===== src/lsu_config.svh =====
`ifndef LSU_CONFIG_SVH
`define LSU_CONFIG_SVH

// Threads per warp
`define LSU_NUM_THREADS 2

// Outstanding load slots and slot index width
`define LSU_QUEUE_SIZE 4
`define LSU_TAG_BITS 2

// Warp id and register index widths
`define LSU_NW_BITS 2
`define LSU_NR_BITS 5

`endif


===== src/lsu_pkg.sv =====
`default_nettype none

`include "lsu_config.svh"

package lsu_pkg;

    // Bit 3 set for stores, bit 2 for unsigned loads, bits 1:0 give the size
    typedef enum logic [3:0] {
        LB  = 4'b0000,
        LH  = 4'b0001,
        LW  = 4'b0010,
        LBU = 4'b0100,
        LHU = 4'b0101,
        SB  = 4'b1000,
        SH  = 4'b1001,
        SW  = 4'b1010
    } lsu_op_e;

    typedef struct packed {
        logic [`LSU_NW_BITS-1:0]             wid;
        logic [31:0]                         pc;
        logic [`LSU_NR_BITS-1:0]             rd;
        logic                                wb;
        lsu_op_e                             op;
        logic [`LSU_NUM_THREADS-1:0]         tmask;
        logic [`LSU_NUM_THREADS-1:0][31:0]   base_addr;
        logic [11:0]                         offset;
        logic [`LSU_NUM_THREADS-1:0][31:0]   store_data;
    } lsu_req_t;

    typedef struct packed {
        logic [`LSU_NUM_THREADS-1:0]         valid;
        logic [`LSU_NUM_THREADS-1:0]         rw;
        logic [`LSU_NUM_THREADS-1:0][29:0]   addr;
        logic [`LSU_NUM_THREADS-1:0][3:0]    byteen;
        logic [`LSU_NUM_THREADS-1:0][31:0]   data;
        logic [`LSU_TAG_BITS-1:0]            tag;
    } mem_req_t;

    typedef struct packed {
        logic [`LSU_NUM_THREADS-1:0]         valid;
        logic [`LSU_NUM_THREADS-1:0][31:0]   data;
        logic [`LSU_TAG_BITS-1:0]            tag;
    } mem_rsp_t;

    typedef struct packed {
        logic                                valid;
        logic [`LSU_NW_BITS-1:0]             wid;
        logic [31:0]                         pc;
        logic [`LSU_NR_BITS-1:0]             rd;
        logic                                wb;
        logic [`LSU_NUM_THREADS-1:0]         tmask;
        logic [`LSU_NUM_THREADS-1:0][31:0]   data;
        logic                                eop;
    } commit_t;

    // Held per slot until the last response of a load
    typedef struct packed {
        logic [`LSU_NW_BITS-1:0]             wid;
        logic [31:0]                         pc;
        logic [`LSU_NR_BITS-1:0]             rd;
        lsu_op_e                             op;
        logic [`LSU_NUM_THREADS-1:0][1:0]    offset;
    } load_meta_t;

endpackage

`default_nettype wire


===== src/lsu_dispatch.sv =====
`default_nettype none

`include "lsu_config.svh"

module lsu_dispatch (
    input  wire                              clk,
    input  wire                              reset,
    input  lsu_pkg::lsu_req_t                req,
    input  wire                              req_valid,
    output logic                             req_ready,
    output lsu_pkg::lsu_req_t                cur,
    output logic                             cur_valid,
    output logic [`LSU_TAG_BITS-1:0]         tag,
    output logic [`LSU_NUM_THREADS-1:0]      mem_req_valid,
    input  wire  [`LSU_NUM_THREADS-1:0]      mem_req_ready,
    output logic                             alloc,
    output lsu_pkg::load_meta_t              alloc_meta,
    output logic [`LSU_NUM_THREADS-1:0]      alloc_tmask,
    input  wire  [`LSU_TAG_BITS-1:0]         slot_free,
    input  wire                              full,
    output lsu_pkg::commit_t                 st_commit
);
    import lsu_pkg::*;

    lsu_req_t                         req_full;
    lsu_req_t                         cur_q;
    logic                             valid_q;
    logic [`LSU_NUM_THREADS-1:0]      sent_mask;
    logic [`LSU_NUM_THREADS-1:0]      fire;
    logic [`LSU_TAG_BITS-1:0]         tag_hold;
    logic                             is_store;
    logic                             first;
    logic                             all_sent;

    // Full address per thread with a sign-extended offset
    always_comb begin
        req_full = req;
        for (int i = 0; i < `LSU_NUM_THREADS; i++) begin
            req_full.base_addr[i] = req.base_addr[i] + {{20{req.offset[11]}}, req.offset};
        end
    end

    always_ff @(posedge clk) begin
        if (reset) begin
            valid_q <= 1'b0;
        end else if (req_ready) begin
            valid_q <= req_valid;
        end
    end

    always_ff @(posedge clk) begin
        if (req_ready) begin
            cur_q <= req_full;
        end
    end

    // --------------------
    // Thread send tracking
    // --------------------
    assign is_store = cur_q.op[3];
    assign first    = (sent_mask == '0);

    // A load waits for a slot only before its first thread goes out
    assign mem_req_valid = {`LSU_NUM_THREADS{valid_q && (is_store || !full || !first)}}
                         & cur_q.tmask & ~sent_mask;

    assign fire     = mem_req_valid & mem_req_ready;
    assign all_sent = &(fire | sent_mask | ~cur_q.tmask);
    assign req_ready = !valid_q || all_sent;

    always_ff @(posedge clk) begin
        if (reset) begin
            sent_mask <= '0;
        end else if (all_sent) begin
            sent_mask <= '0;
        end else begin
            sent_mask <= sent_mask | fire;
        end
    end

    // Slot index is fixed on the first fire of a load
    assign alloc = !is_store && first && (|fire);

    always_ff @(posedge clk) begin
        if (alloc) begin
            tag_hold <= slot_free;
        end
    end

    assign tag = first ? slot_free : tag_hold;

    always_comb begin
        alloc_meta.wid = cur_q.wid;
        alloc_meta.pc  = cur_q.pc;
        alloc_meta.rd  = cur_q.rd;
        alloc_meta.op  = cur_q.op;
        for (int i = 0; i < `LSU_NUM_THREADS; i++) begin
            alloc_meta.offset[i] = cur_q.base_addr[i][1:0];
        end
    end

    assign alloc_tmask = cur_q.tmask;
    assign cur         = cur_q;
    assign cur_valid   = valid_q;

    // Store retires when its last thread leaves
    always_comb begin
        st_commit       = '0;
        st_commit.valid = valid_q && is_store && all_sent;
        st_commit.wid   = cur_q.wid;
        st_commit.pc    = cur_q.pc;
        st_commit.tmask = cur_q.tmask;
        st_commit.eop   = 1'b1;
    end

    a_no_early_ready: assert property (@(posedge clk) disable iff (reset)
        valid_q && |(cur_q.tmask & ~sent_mask & ~mem_req_ready) |-> !req_ready);

endmodule

`default_nettype wire


===== src/lsu_store_format.sv =====
`default_nettype none

`include "lsu_config.svh"

module lsu_store_format (
    input  lsu_pkg::lsu_req_t                cur,
    input  wire  [`LSU_NUM_THREADS-1:0]      cur_valid_mask,
    input  wire  [`LSU_TAG_BITS-1:0]         tag,
    output lsu_pkg::mem_req_t                mem_req
);
    import lsu_pkg::*;

    logic [`LSU_NUM_THREADS-1:0][1:0] byte_off;

    always_comb begin
        for (int i = 0; i < `LSU_NUM_THREADS; i++) begin
            byte_off[i] = cur.base_addr[i][1:0];
        end
    end

    always_comb begin
        mem_req.tag = tag;
        for (int i = 0; i < `LSU_NUM_THREADS; i++) begin
            mem_req.valid[i] = cur_valid_mask[i];
            mem_req.rw[i]    = cur.op[3];
            mem_req.addr[i]  = cur.base_addr[i][31:2];

            // Loads read the whole word
            case (cur.op)
                SB:      mem_req.byteen[i] = 4'b0001 << byte_off[i];
                SH:      mem_req.byteen[i] = byte_off[i][1] ? 4'b1100 : 4'b0011;
                default: mem_req.byteen[i] = 4'b1111;
            endcase

            // Move the store bytes up to their lane
            mem_req.data[i] = cur.store_data[i] << {byte_off[i], 3'b000};
        end
    end

endmodule

`default_nettype wire


===== src/lsu_tag_buffer.sv =====
`default_nettype none

`include "lsu_config.svh"

module lsu_tag_buffer (
    input  wire                              clk,
    input  wire                              reset,
    input  wire                              alloc,
    input  lsu_pkg::load_meta_t              alloc_meta,
    input  wire  [`LSU_NUM_THREADS-1:0]      alloc_tmask,
    output logic [`LSU_TAG_BITS-1:0]         slot_free,
    output logic                             full,
    input  wire  [`LSU_NUM_THREADS-1:0]      rsp_fire,
    input  wire  [`LSU_TAG_BITS-1:0]         rsp_tag,
    output lsu_pkg::load_meta_t              rsp_meta,
    output logic                             rsp_last
);
    import lsu_pkg::*;

    logic [`LSU_QUEUE_SIZE-1:0]                            used;
    load_meta_t                                            meta_mem [`LSU_QUEUE_SIZE];
    logic [`LSU_QUEUE_SIZE-1:0][`LSU_NUM_THREADS-1:0]      rem_mask;
    logic [`LSU_NUM_THREADS-1:0]                           rem_next;
    logic                                                  rsp_any;

    // Lowest free slot wins
    always_comb begin
        slot_free = '0;
        for (int i = `LSU_QUEUE_SIZE - 1; i >= 0; i--) begin
            if (!used[i]) begin
                slot_free = `LSU_TAG_BITS'(i);
            end
        end
    end

    assign full = &used;

    // --------------------
    // Response side
    // --------------------
    assign rsp_any  = |rsp_fire;
    assign rem_next = rem_mask[rsp_tag] & ~rsp_fire;
    assign rsp_last = (rem_next == '0);
    assign rsp_meta = meta_mem[rsp_tag];

    always_ff @(posedge clk) begin
        if (reset) begin
            used <= '0;
        end else begin
            if (alloc) begin
                used[slot_free] <= 1'b1;
            end
            if (rsp_any && rsp_last) begin
                used[rsp_tag] <= 1'b0;
            end
        end
    end

    always_ff @(posedge clk) begin
        if (alloc) begin
            meta_mem[slot_free] <= alloc_meta;
            rem_mask[slot_free] <= alloc_tmask;
        end
        if (rsp_any) begin
            rem_mask[rsp_tag] <= rem_next;
        end
    end

    a_no_alloc_full: assert property (@(posedge clk) disable iff (reset)
        alloc |-> !full);

    // Responses only come back for loads that were issued
    a_rsp_slot_used: assert property (@(posedge clk) disable iff (reset)
        rsp_any |-> used[rsp_tag]);

endmodule

`default_nettype wire


===== src/lsu_load_format.sv =====
`default_nettype none

`include "lsu_config.svh"

module lsu_load_format (
    input  wire                              clk,
    input  wire                              reset,
    input  lsu_pkg::mem_rsp_t                mem_rsp,
    output logic                             mem_rsp_ready,
    output logic [`LSU_NUM_THREADS-1:0]      rsp_fire,
    input  lsu_pkg::load_meta_t              rsp_meta,
    input  wire                              rsp_last,
    output lsu_pkg::commit_t                 ld_commit,
    input  wire                              ld_commit_ready
);
    import lsu_pkg::*;

    logic [`LSU_NUM_THREADS-1:0][31:0] shifted;
    logic [`LSU_NUM_THREADS-1:0][31:0] ext_data;
    commit_t                           commit_q;
    logic                              stall;

    assign stall         = commit_q.valid && !ld_commit_ready;
    assign mem_rsp_ready = !stall;
    assign rsp_fire      = mem_rsp.valid & {`LSU_NUM_THREADS{mem_rsp_ready}};

    // Bring the addressed byte or half down to bit 0
    always_comb begin
        for (int i = 0; i < `LSU_NUM_THREADS; i++) begin
            shifted[i] = mem_rsp.data[i] >> {rsp_meta.offset[i], 3'b000};
        end
    end

    always_comb begin
        for (int i = 0; i < `LSU_NUM_THREADS; i++) begin
            case (rsp_meta.op)
                LB:      ext_data[i] = {{24{shifted[i][7]}}, shifted[i][7:0]};
                LH:      ext_data[i] = {{16{shifted[i][15]}}, shifted[i][15:0]};
                LBU:     ext_data[i] = {24'b0, shifted[i][7:0]};
                LHU:     ext_data[i] = {16'b0, shifted[i][15:0]};
                default: ext_data[i] = shifted[i];
            endcase
        end
    end

    // --------------------
    // Commit register
    // --------------------
    always_ff @(posedge clk) begin
        if (reset) begin
            commit_q <= '0;
        end else if (!stall) begin
            commit_q.valid <= |mem_rsp.valid;
            commit_q.wid   <= rsp_meta.wid;
            commit_q.pc    <= rsp_meta.pc;
            commit_q.rd    <= rsp_meta.rd;
            commit_q.wb    <= 1'b1;
            commit_q.tmask <= mem_rsp.valid;
            commit_q.data  <= ext_data;
            commit_q.eop   <= rsp_last;
        end
    end

    assign ld_commit = commit_q;

    a_commit_hold: assert property (@(posedge clk) disable iff (reset)
        ld_commit.valid && !ld_commit_ready |=> $stable(ld_commit));

endmodule

`default_nettype wire


===== src/lsu_unit.sv =====
`default_nettype none

`include "lsu_config.svh"

module lsu_unit (
    input  wire                              clk,
    input  wire                              reset,
    input  lsu_pkg::lsu_req_t                req,
    input  wire                              req_valid,
    output logic                             req_ready,
    output lsu_pkg::mem_req_t                mem_req,
    input  wire  [`LSU_NUM_THREADS-1:0]      mem_req_ready,
    input  lsu_pkg::mem_rsp_t                mem_rsp,
    output logic                             mem_rsp_ready,
    output lsu_pkg::commit_t                 ld_commit,
    input  wire                              ld_commit_ready,
    output lsu_pkg::commit_t                 st_commit
);
    import lsu_pkg::*;

    lsu_req_t                         cur;
    logic                             cur_valid;
    logic [`LSU_TAG_BITS-1:0]         tag;
    logic [`LSU_NUM_THREADS-1:0]      mem_req_valid;
    logic                             alloc;
    load_meta_t                       alloc_meta;
    logic [`LSU_NUM_THREADS-1:0]      alloc_tmask;
    logic [`LSU_TAG_BITS-1:0]         slot_free;
    logic                             full;
    logic [`LSU_NUM_THREADS-1:0]      rsp_fire;
    load_meta_t                       rsp_meta;
    logic                             rsp_last;

    lsu_dispatch u_dispatch (
        .clk           (clk),
        .reset         (reset),
        .req           (req),
        .req_valid     (req_valid),
        .req_ready     (req_ready),
        .cur           (cur),
        .cur_valid     (cur_valid),
        .tag           (tag),
        .mem_req_valid (mem_req_valid),
        .mem_req_ready (mem_req_ready),
        .alloc         (alloc),
        .alloc_meta    (alloc_meta),
        .alloc_tmask   (alloc_tmask),
        .slot_free     (slot_free),
        .full          (full),
        .st_commit     (st_commit)
    );

    lsu_store_format u_store_format (
        .cur            (cur),
        .cur_valid_mask (mem_req_valid),
        .tag            (tag),
        .mem_req        (mem_req)
    );

    lsu_tag_buffer u_tag_buffer (
        .clk         (clk),
        .reset       (reset),
        .alloc       (alloc),
        .alloc_meta  (alloc_meta),
        .alloc_tmask (alloc_tmask),
        .slot_free   (slot_free),
        .full        (full),
        .rsp_fire    (rsp_fire),
        .rsp_tag     (mem_rsp.tag),
        .rsp_meta    (rsp_meta),
        .rsp_last    (rsp_last)
    );

    lsu_load_format u_load_format (
        .clk             (clk),
        .reset           (reset),
        .mem_rsp         (mem_rsp),
        .mem_rsp_ready   (mem_rsp_ready),
        .rsp_fire        (rsp_fire),
        .rsp_meta        (rsp_meta),
        .rsp_last        (rsp_last),
        .ld_commit       (ld_commit),
        .ld_commit_ready (ld_commit_ready)
    );

    // Addresses stay put on the cache port while an instruction is part sent
    a_addr_hold: assert property (@(posedge clk) disable iff (reset)
        cur_valid && !req_ready |=> cur_valid && $stable(mem_req.addr));

endmodule

`default_nettype wire


===== config.mk =====
export PLATFORM = sky130hd
export DESIGN_NAME = lsu_unit
export DESIGN_NICKNAME = d
export VERILOG_FILES = /design/src/lsu_pkg.sv /design/src/lsu_dispatch.sv /design/src/lsu_store_format.sv /design/src/lsu_tag_buffer.sv /design/src/lsu_load_format.sv /design/src/lsu_unit.sv
export VERILOG_INCLUDE_DIRS = /design/src /design/src/src
export SDC_FILE = /design/constraint.sdc
export NUM_CORES = 1
export LEC_CHECK = 0
export BUFFER_PORTS_ARGS = -buffer_cell sky130_fd_sc_hd__buf_2
export CORE_AREA = 2 2 236 238
export CTS_CLUSTER_DIAMETER = 150
export DETAILED_ROUTE_END_ITERATION = 7
export DIE_AREA = 0 0 238 240
export PLACE_DENSITY = 0.7
export SLEW_MARGIN = 40
export SYNTH_ARGS = -nofsm -noshare
export SYNTH_HDL_FRONTEND = slang
export SYNTH_SLANG_ARGS = --single-unit

===== constraint.sdc =====
create_clock -name clk -period 12.5 [get_ports clk]
set_input_delay 0.625 -clock clk [delete_from_list [all_inputs] [get_ports clk]]
set_output_delay 0.625 -clock clk [all_outputs]
set_load 0.02 [all_outputs]

# Word level (Yosys, flattened, before mapping)

Memory sizes are Yosys's and may differ from the RTL's.
Index checks and enable logic that the tools add are counted.
Widths: inputs -> output; s select.

Add/subtract/negate cells: 2
Multiply operators: 0
Div/mod/pow operators: 0
Magnitude comparators: 4
Eq/ne operators: 5
Shifts and indexed selects: 6
Multiplexer cells: 30
Bitwise operators: 13
Reduce and logical (&&, ||, !) cells: 27

Operators by type and width:

| operator            | count |
|---|---|
| $pmux 32 s4         | 2 |
| $add 32x32->32      | 2 |
| $shl 32x5->32       | 2 |
| $shr 32x5->32       | 2 |
| $mux 4              | 5 |
| $bwmux 8            | 2 |
| $mux 2              | 8 |
| $mux 8              | 2 |
| $pmux 4 s2          | 2 |
| $and 2x2->2         | 5 |
| $logic_and 1x1->1   | 9 |
| $demux 2 s2         | 2 |
| $eq 4x3->1 const B  | 2 |
| $eq 4x4->1 const B  | 2 |
| $reduce_or 2->1     | 4 |
| $shl 1x2->4 const A | 2 |
| $logic_not 1->1     | 6 |
| $lt 2x3->1 const B  | 2 |
| $not 2->2           | 3 |
| $and 4x4->4         | 1 |
| $bmux 2 s2          | 1 |
| $demux 1 s2         | 2 |
| $eq 4x1->1 const B  | 1 |
| $ge 2x1->1 const B  | 2 |
| 9 further kinds     | 16 |

Flip-flop bits (word level): 298
Bits in latches: 0
RAM bits: 188
Bits in read-only memories: 0
Input port bits: 260
Output and inout bits: 356
Word-level logic and storage cells: 114
Memories: 1

Memory list:

| name                  | words | width | read ports | clocked after memory_dff | write ports | line                 | text |
|---|---|---|---|---|---|---|---|
| u_tag_buffer.meta_mem | 4     | 47    | 1          | 0                        | 1           | lsu_tag_buffer.sv:21 | `` load_meta_t meta_mem [`LSU_QUEUE_SIZE]; `` |

# Depth between registers and ports, before layout

Word-level depth: 14
Mapped depth: 12
Mapped depth without buffers: 12

# By module

From an unflattened synthesis, not the netlist that was laid out.

Cell total of the unflattened synthesis: 1,979
Area total of the unflattened synthesis: 24,516.0 µm²

Modules (own cells, without submodules):

| module           | instances | cells an instance | area each (µm²) | seq. area each (µm²) |
|---|---|---|---|---|
| lsu_dispatch     | 1         | 859               | 10,458.8        | 5,705.5 |
| lsu_tag_buffer   | 1         | 320               | 7,447.1         | 5,885.6 |
| lsu_load_format  | 1         | 591               | 4,941.0         | 2,162.1 |
| lsu_store_format | 1         | 209               | 1,669.1         | 0.0 |

# Least setup slack after synthesis

Ideal clock, no wire load.

Kind: flip-flop to output port
Start: reg u_dispatch.cur_q (netlist bit u_dispatch.alloc_meta[7])
End: out req_ready
Arrival: 5.361 ns
Required time: 11.875 ns
Setup slack: 6.514 ns
Stages on the path, launching flop included: 5
Buffers on the path: 0
Path through: edfxtp_1 o41a_1 nand2_1 a22oi_1 nand2b_1

Cells in the longest elaborated chain, start to end: 10

RTL lines:

| what                          | line               | text |
|---|---|---|
| start, declared               | lsu_dispatch.sv:26 | `lsu_req_t cur_q;` |
| start signal, assigned        | lsu_dispatch.sv:53 | `cur_q <= req_full;` |
| $logic_or 1x1->1 (2 in a row) | lsu_dispatch.sv:64 | `` assign mem_req_valid = {`LSU_NUM_THREADS{valid_q && (is_store \|\| !full \|\| !first)}} `` |
| $logic_and 1x1->1             | lsu_dispatch.sv:64 |  |
| $and 2x2->2 (2 in a row)      | lsu_dispatch.sv:64 |  |
| $and 2x2->2                   | lsu_dispatch.sv:67 | `assign fire = mem_req_valid & mem_req_ready;` |
| $or 2x2->2 (2 in a row)       | lsu_dispatch.sv:68 | `assign all_sent = &(fire \| sent_mask \| ~cur_q.tmask);` |
| $reduce_and 2->1              | lsu_dispatch.sv:68 |  |
| $logic_or 1x1->1              | lsu_dispatch.sv:69 | `assign req_ready = !valid_q \|\| all_sent;` |
| end, declared                 | lsu_unit.sv:10     | `output logic req_ready,` |

Every way passes these cells.

# Final worst setup path

Same ends and word-level chain as after synthesis.

==> qor.csv <==
metric,value,unit
status,"complete, no violations",
HPWL reported at the end of detailed placement,45.98,mm
"Distinct cells, synth",71,
RR Endpoint,u_dispatch.cur[8],
"Avg Cell Area, Syn",12.16,sq um
vias in the first global route,15940,
PD cells,161.2,nW/um^2
dominant cell type by area after synthesis,edfxtp_1,
Lkg Pwr,11.24,nW
max incr delay on CP,0.69,ns
Worst Path Required,11.88,ns
post-synthesis sequential area ratio,58.18,%
max cap viols,0,
"Critical Path, Cell by Cell",buf_4 > o41a_1 > nand2_1 > a22oi_1 > nand2b_4 > buf_4 > buf_2,
total grt overflow,0,
number of flops mapped to enable cells by yosys,363,
RSZ-0062 raised after global routing,no,
die extent in x,238,microns
fill count,4757,
share of the clock period used by the worst path,33.87,%
PostCTS Resize Cnt,0,
maximum vdd drop,117.4,uV
asr flop ratio synth,0,%
critical path depth,7,
CTS Buffer Depth,3,
fin cells,3083,
final count of negative-setup-slack endpoints,0,
"CTS clk-pin slew, worst paths",0.07,ns
kind of end point of the critical path,output port,
drt drc,0,
worst-case reg-to-reg path depth,7,
top cell type's share of synthesized area,47.46,%
antenna violations before repair,11,
hold_sp,req[165],
YS warnings,0,
DIE HEIGHT,240,microns
skew final,0.06256,ns
Hold/Removal Path Class,in -> reg,
PortBufs,543,
hold depth,1,
final wirelength,63.73,mm
GR peak layer,met2,
total track usage,21.37,%
largest net degree at the start of global routing,88,
DRT iter0 DRCs,1000,
Hold Path End,u_dispatch.alloc_meta[26],
total setup buffers inserted after CTS,0,
area of the mapped netlist,22970,sq um
"commonest non-fill, non-tap cell in the layout",buf_2,
global-route wire length before repair,93.70,mm
CTS Hold Buffers Added,0,
Worst R2R Setup Slack,8.69,ns
Rel. slew slack,43.57,%
critical path data arrival time,3.61,ns
#FFs+latches synth,486,
placed insts,2970,
"Top FF cell, synth",edfxtp_1,
CTS Buf Count,54,
via/cell ratio,5.257,
met1 Use GR,26.44,%
die area,57120,sq um
RD Place Congestion,0.9392,
CP most frequent cell,buf_4,
CTS Sinks,486,
Initial Util,42.02,%
final setup TNS,0,ns
DR pass1 iterations,7,
DR vias,16210,
Crit path max-delay family,buffers and inverters,
slowest cell on the critical path,nand2b_4,
min cycle time layout,4.234,ns
"Worst Path Class, Setup",reg -> out,
fin nets,2647,
"Area growth, synth to finish",19.13,%
number of H-tree levels,2,
worst-skew pair later-pin latency,0.63,ns
Boundary Pins,616,
synth top area cells,"edfxtp_1, dfxtp_1, buf_4, mux4_2, a21oi_1",
Fmax,0.2362,GHz
Root Driver,clkbuf_16,
kind of start point of the critical path,flop,
CTS tree,yes,
Max Slew Vio Count,0,
Core Area,54660,sq um
final hold violation count,0,
GRT met2 Usage,35.80,%
met3 Usage GRT,6.246,%
Routed Antenna Nets,0,
Cells after Synth,1888,
Rows,86,
CP max FO,54,
Critical R2R Launch,u_dispatch.alloc_meta[7],
worst path bufs/invs,3,
"commonest cells after routing, fill and taps aside","buf_2, edfxtp_1, nand2_1, a21oi_1, dfxtp_1",
routed len/inst,20.67,microns
share of cells above drive strength 1,31.79,%
Worst-Margin Slew,0.8388,ns
[power breakdown]
group | switching (mW) | internal, mW
logic | 0.535 | 0.280
registers | 0.0622 | 1.88
clock network | 0.674 | 0.980
total | 1.27 | 3.14
[worst max path at each step]
stage                                   from                           to
global route        u_dispatch.alloc_meta[7]                    req_ready
detailed placement                   req[75]          u_dispatch.cur[107]
global placement                  mem_rsp[0]  u_load_format.ld_commit[58]
CTS                 u_dispatch.alloc_meta[7]                    req_ready
finish              u_dispatch.alloc_meta[7]                    req_ready
floorplan           u_dispatch.alloc_meta[7]                    req_ready
[flip-flops by register name (all words and copies together) (netlist names)]
signal	cells
u_dispatch.alloc_meta	47
u_dispatch.alloc_tmask	2
u_tag_buffer.used	4
u_tag_buffer.rem_mask	8
u_dispatch.sent_mask	2
u_dispatch.tag_hold	2
u_dispatch.cur	124
u_tag_buffer.meta_mem	188
u_load_format.ld_commit	108
u_dispatch.cur_valid	1
[routing by layer]
metal,up-vias,wire (microns)
met5,-,59
met2,621,30960
li1,7614,-
met1,7841,25310
met4,10,1756
met3,120,5643
[cell families (layout without fill, tap and decap cells)]
logic type	count (synthesis)	in the layout	synth area share [%]
AOI/OAI and AO/OA	385	385	10.15
adders and majority gates	64	64	3.552
muxes	133	133	8.885
other	2	81	0.03270
xor gates and xnor gates	54	54	2.059
DFF	486	486	58.18
and+or+nand+nor	490	490	9.784
buffers and inverters	274	686	7.355
[Yosys cell counts, drive strengths merged, types with 11 or more instances]
cell type	instances
xor2	22
a211oi	33
o211ai	13
nand2	190
nor3	62
nand3	13
mux2	27
dfxtp	123
a21o	23
mux4	54
nor2	114
buf	197
ha	62
a21oi	187
xnor2	32
nand2b	13
and2	24
a31oi	11
nor2b	38
o21ai	78
clkbuf	54
inv	23
edfxtp	363
nand4	13
mux2i	52
[through the flow]
step	area, sq um	hold WS [ns]	setup WS (ns)	power, mW	util, %
global route	27340	0.1352	8.068	4.584	50.02
detailed placement	25430	0.4415	8.434	2.788	46.52
finish	27360	0.1636	8.266	4.411	50.05
floorplan	23230	0.4587	6.514	2.574	-
CTS	27320	0.1232	8.171	4.451	49.97
global placement	25400	0.4374	8.460	2.771	46.47
[final cells by class]
class | count | area [sq um] | area share (%)
Inverter | 23 | 87.58 | 0.3201
Tap cell | 704 | 880.8 | 3.219
Antenna cell | 10 | 25.02 | 0.09146
Sequential cell | 486 | 13360 | 48.84
Multi-Input combinational cell | 1197 | 8237 | 30.10
Clock buffer | 69 | 1458 | 5.327
Timing Repair Buffer | 561 | 2882 | 10.53
Clock inverter | 33 | 429.2 | 1.569
Note: power is estimated with default switching activity, not from simulation.
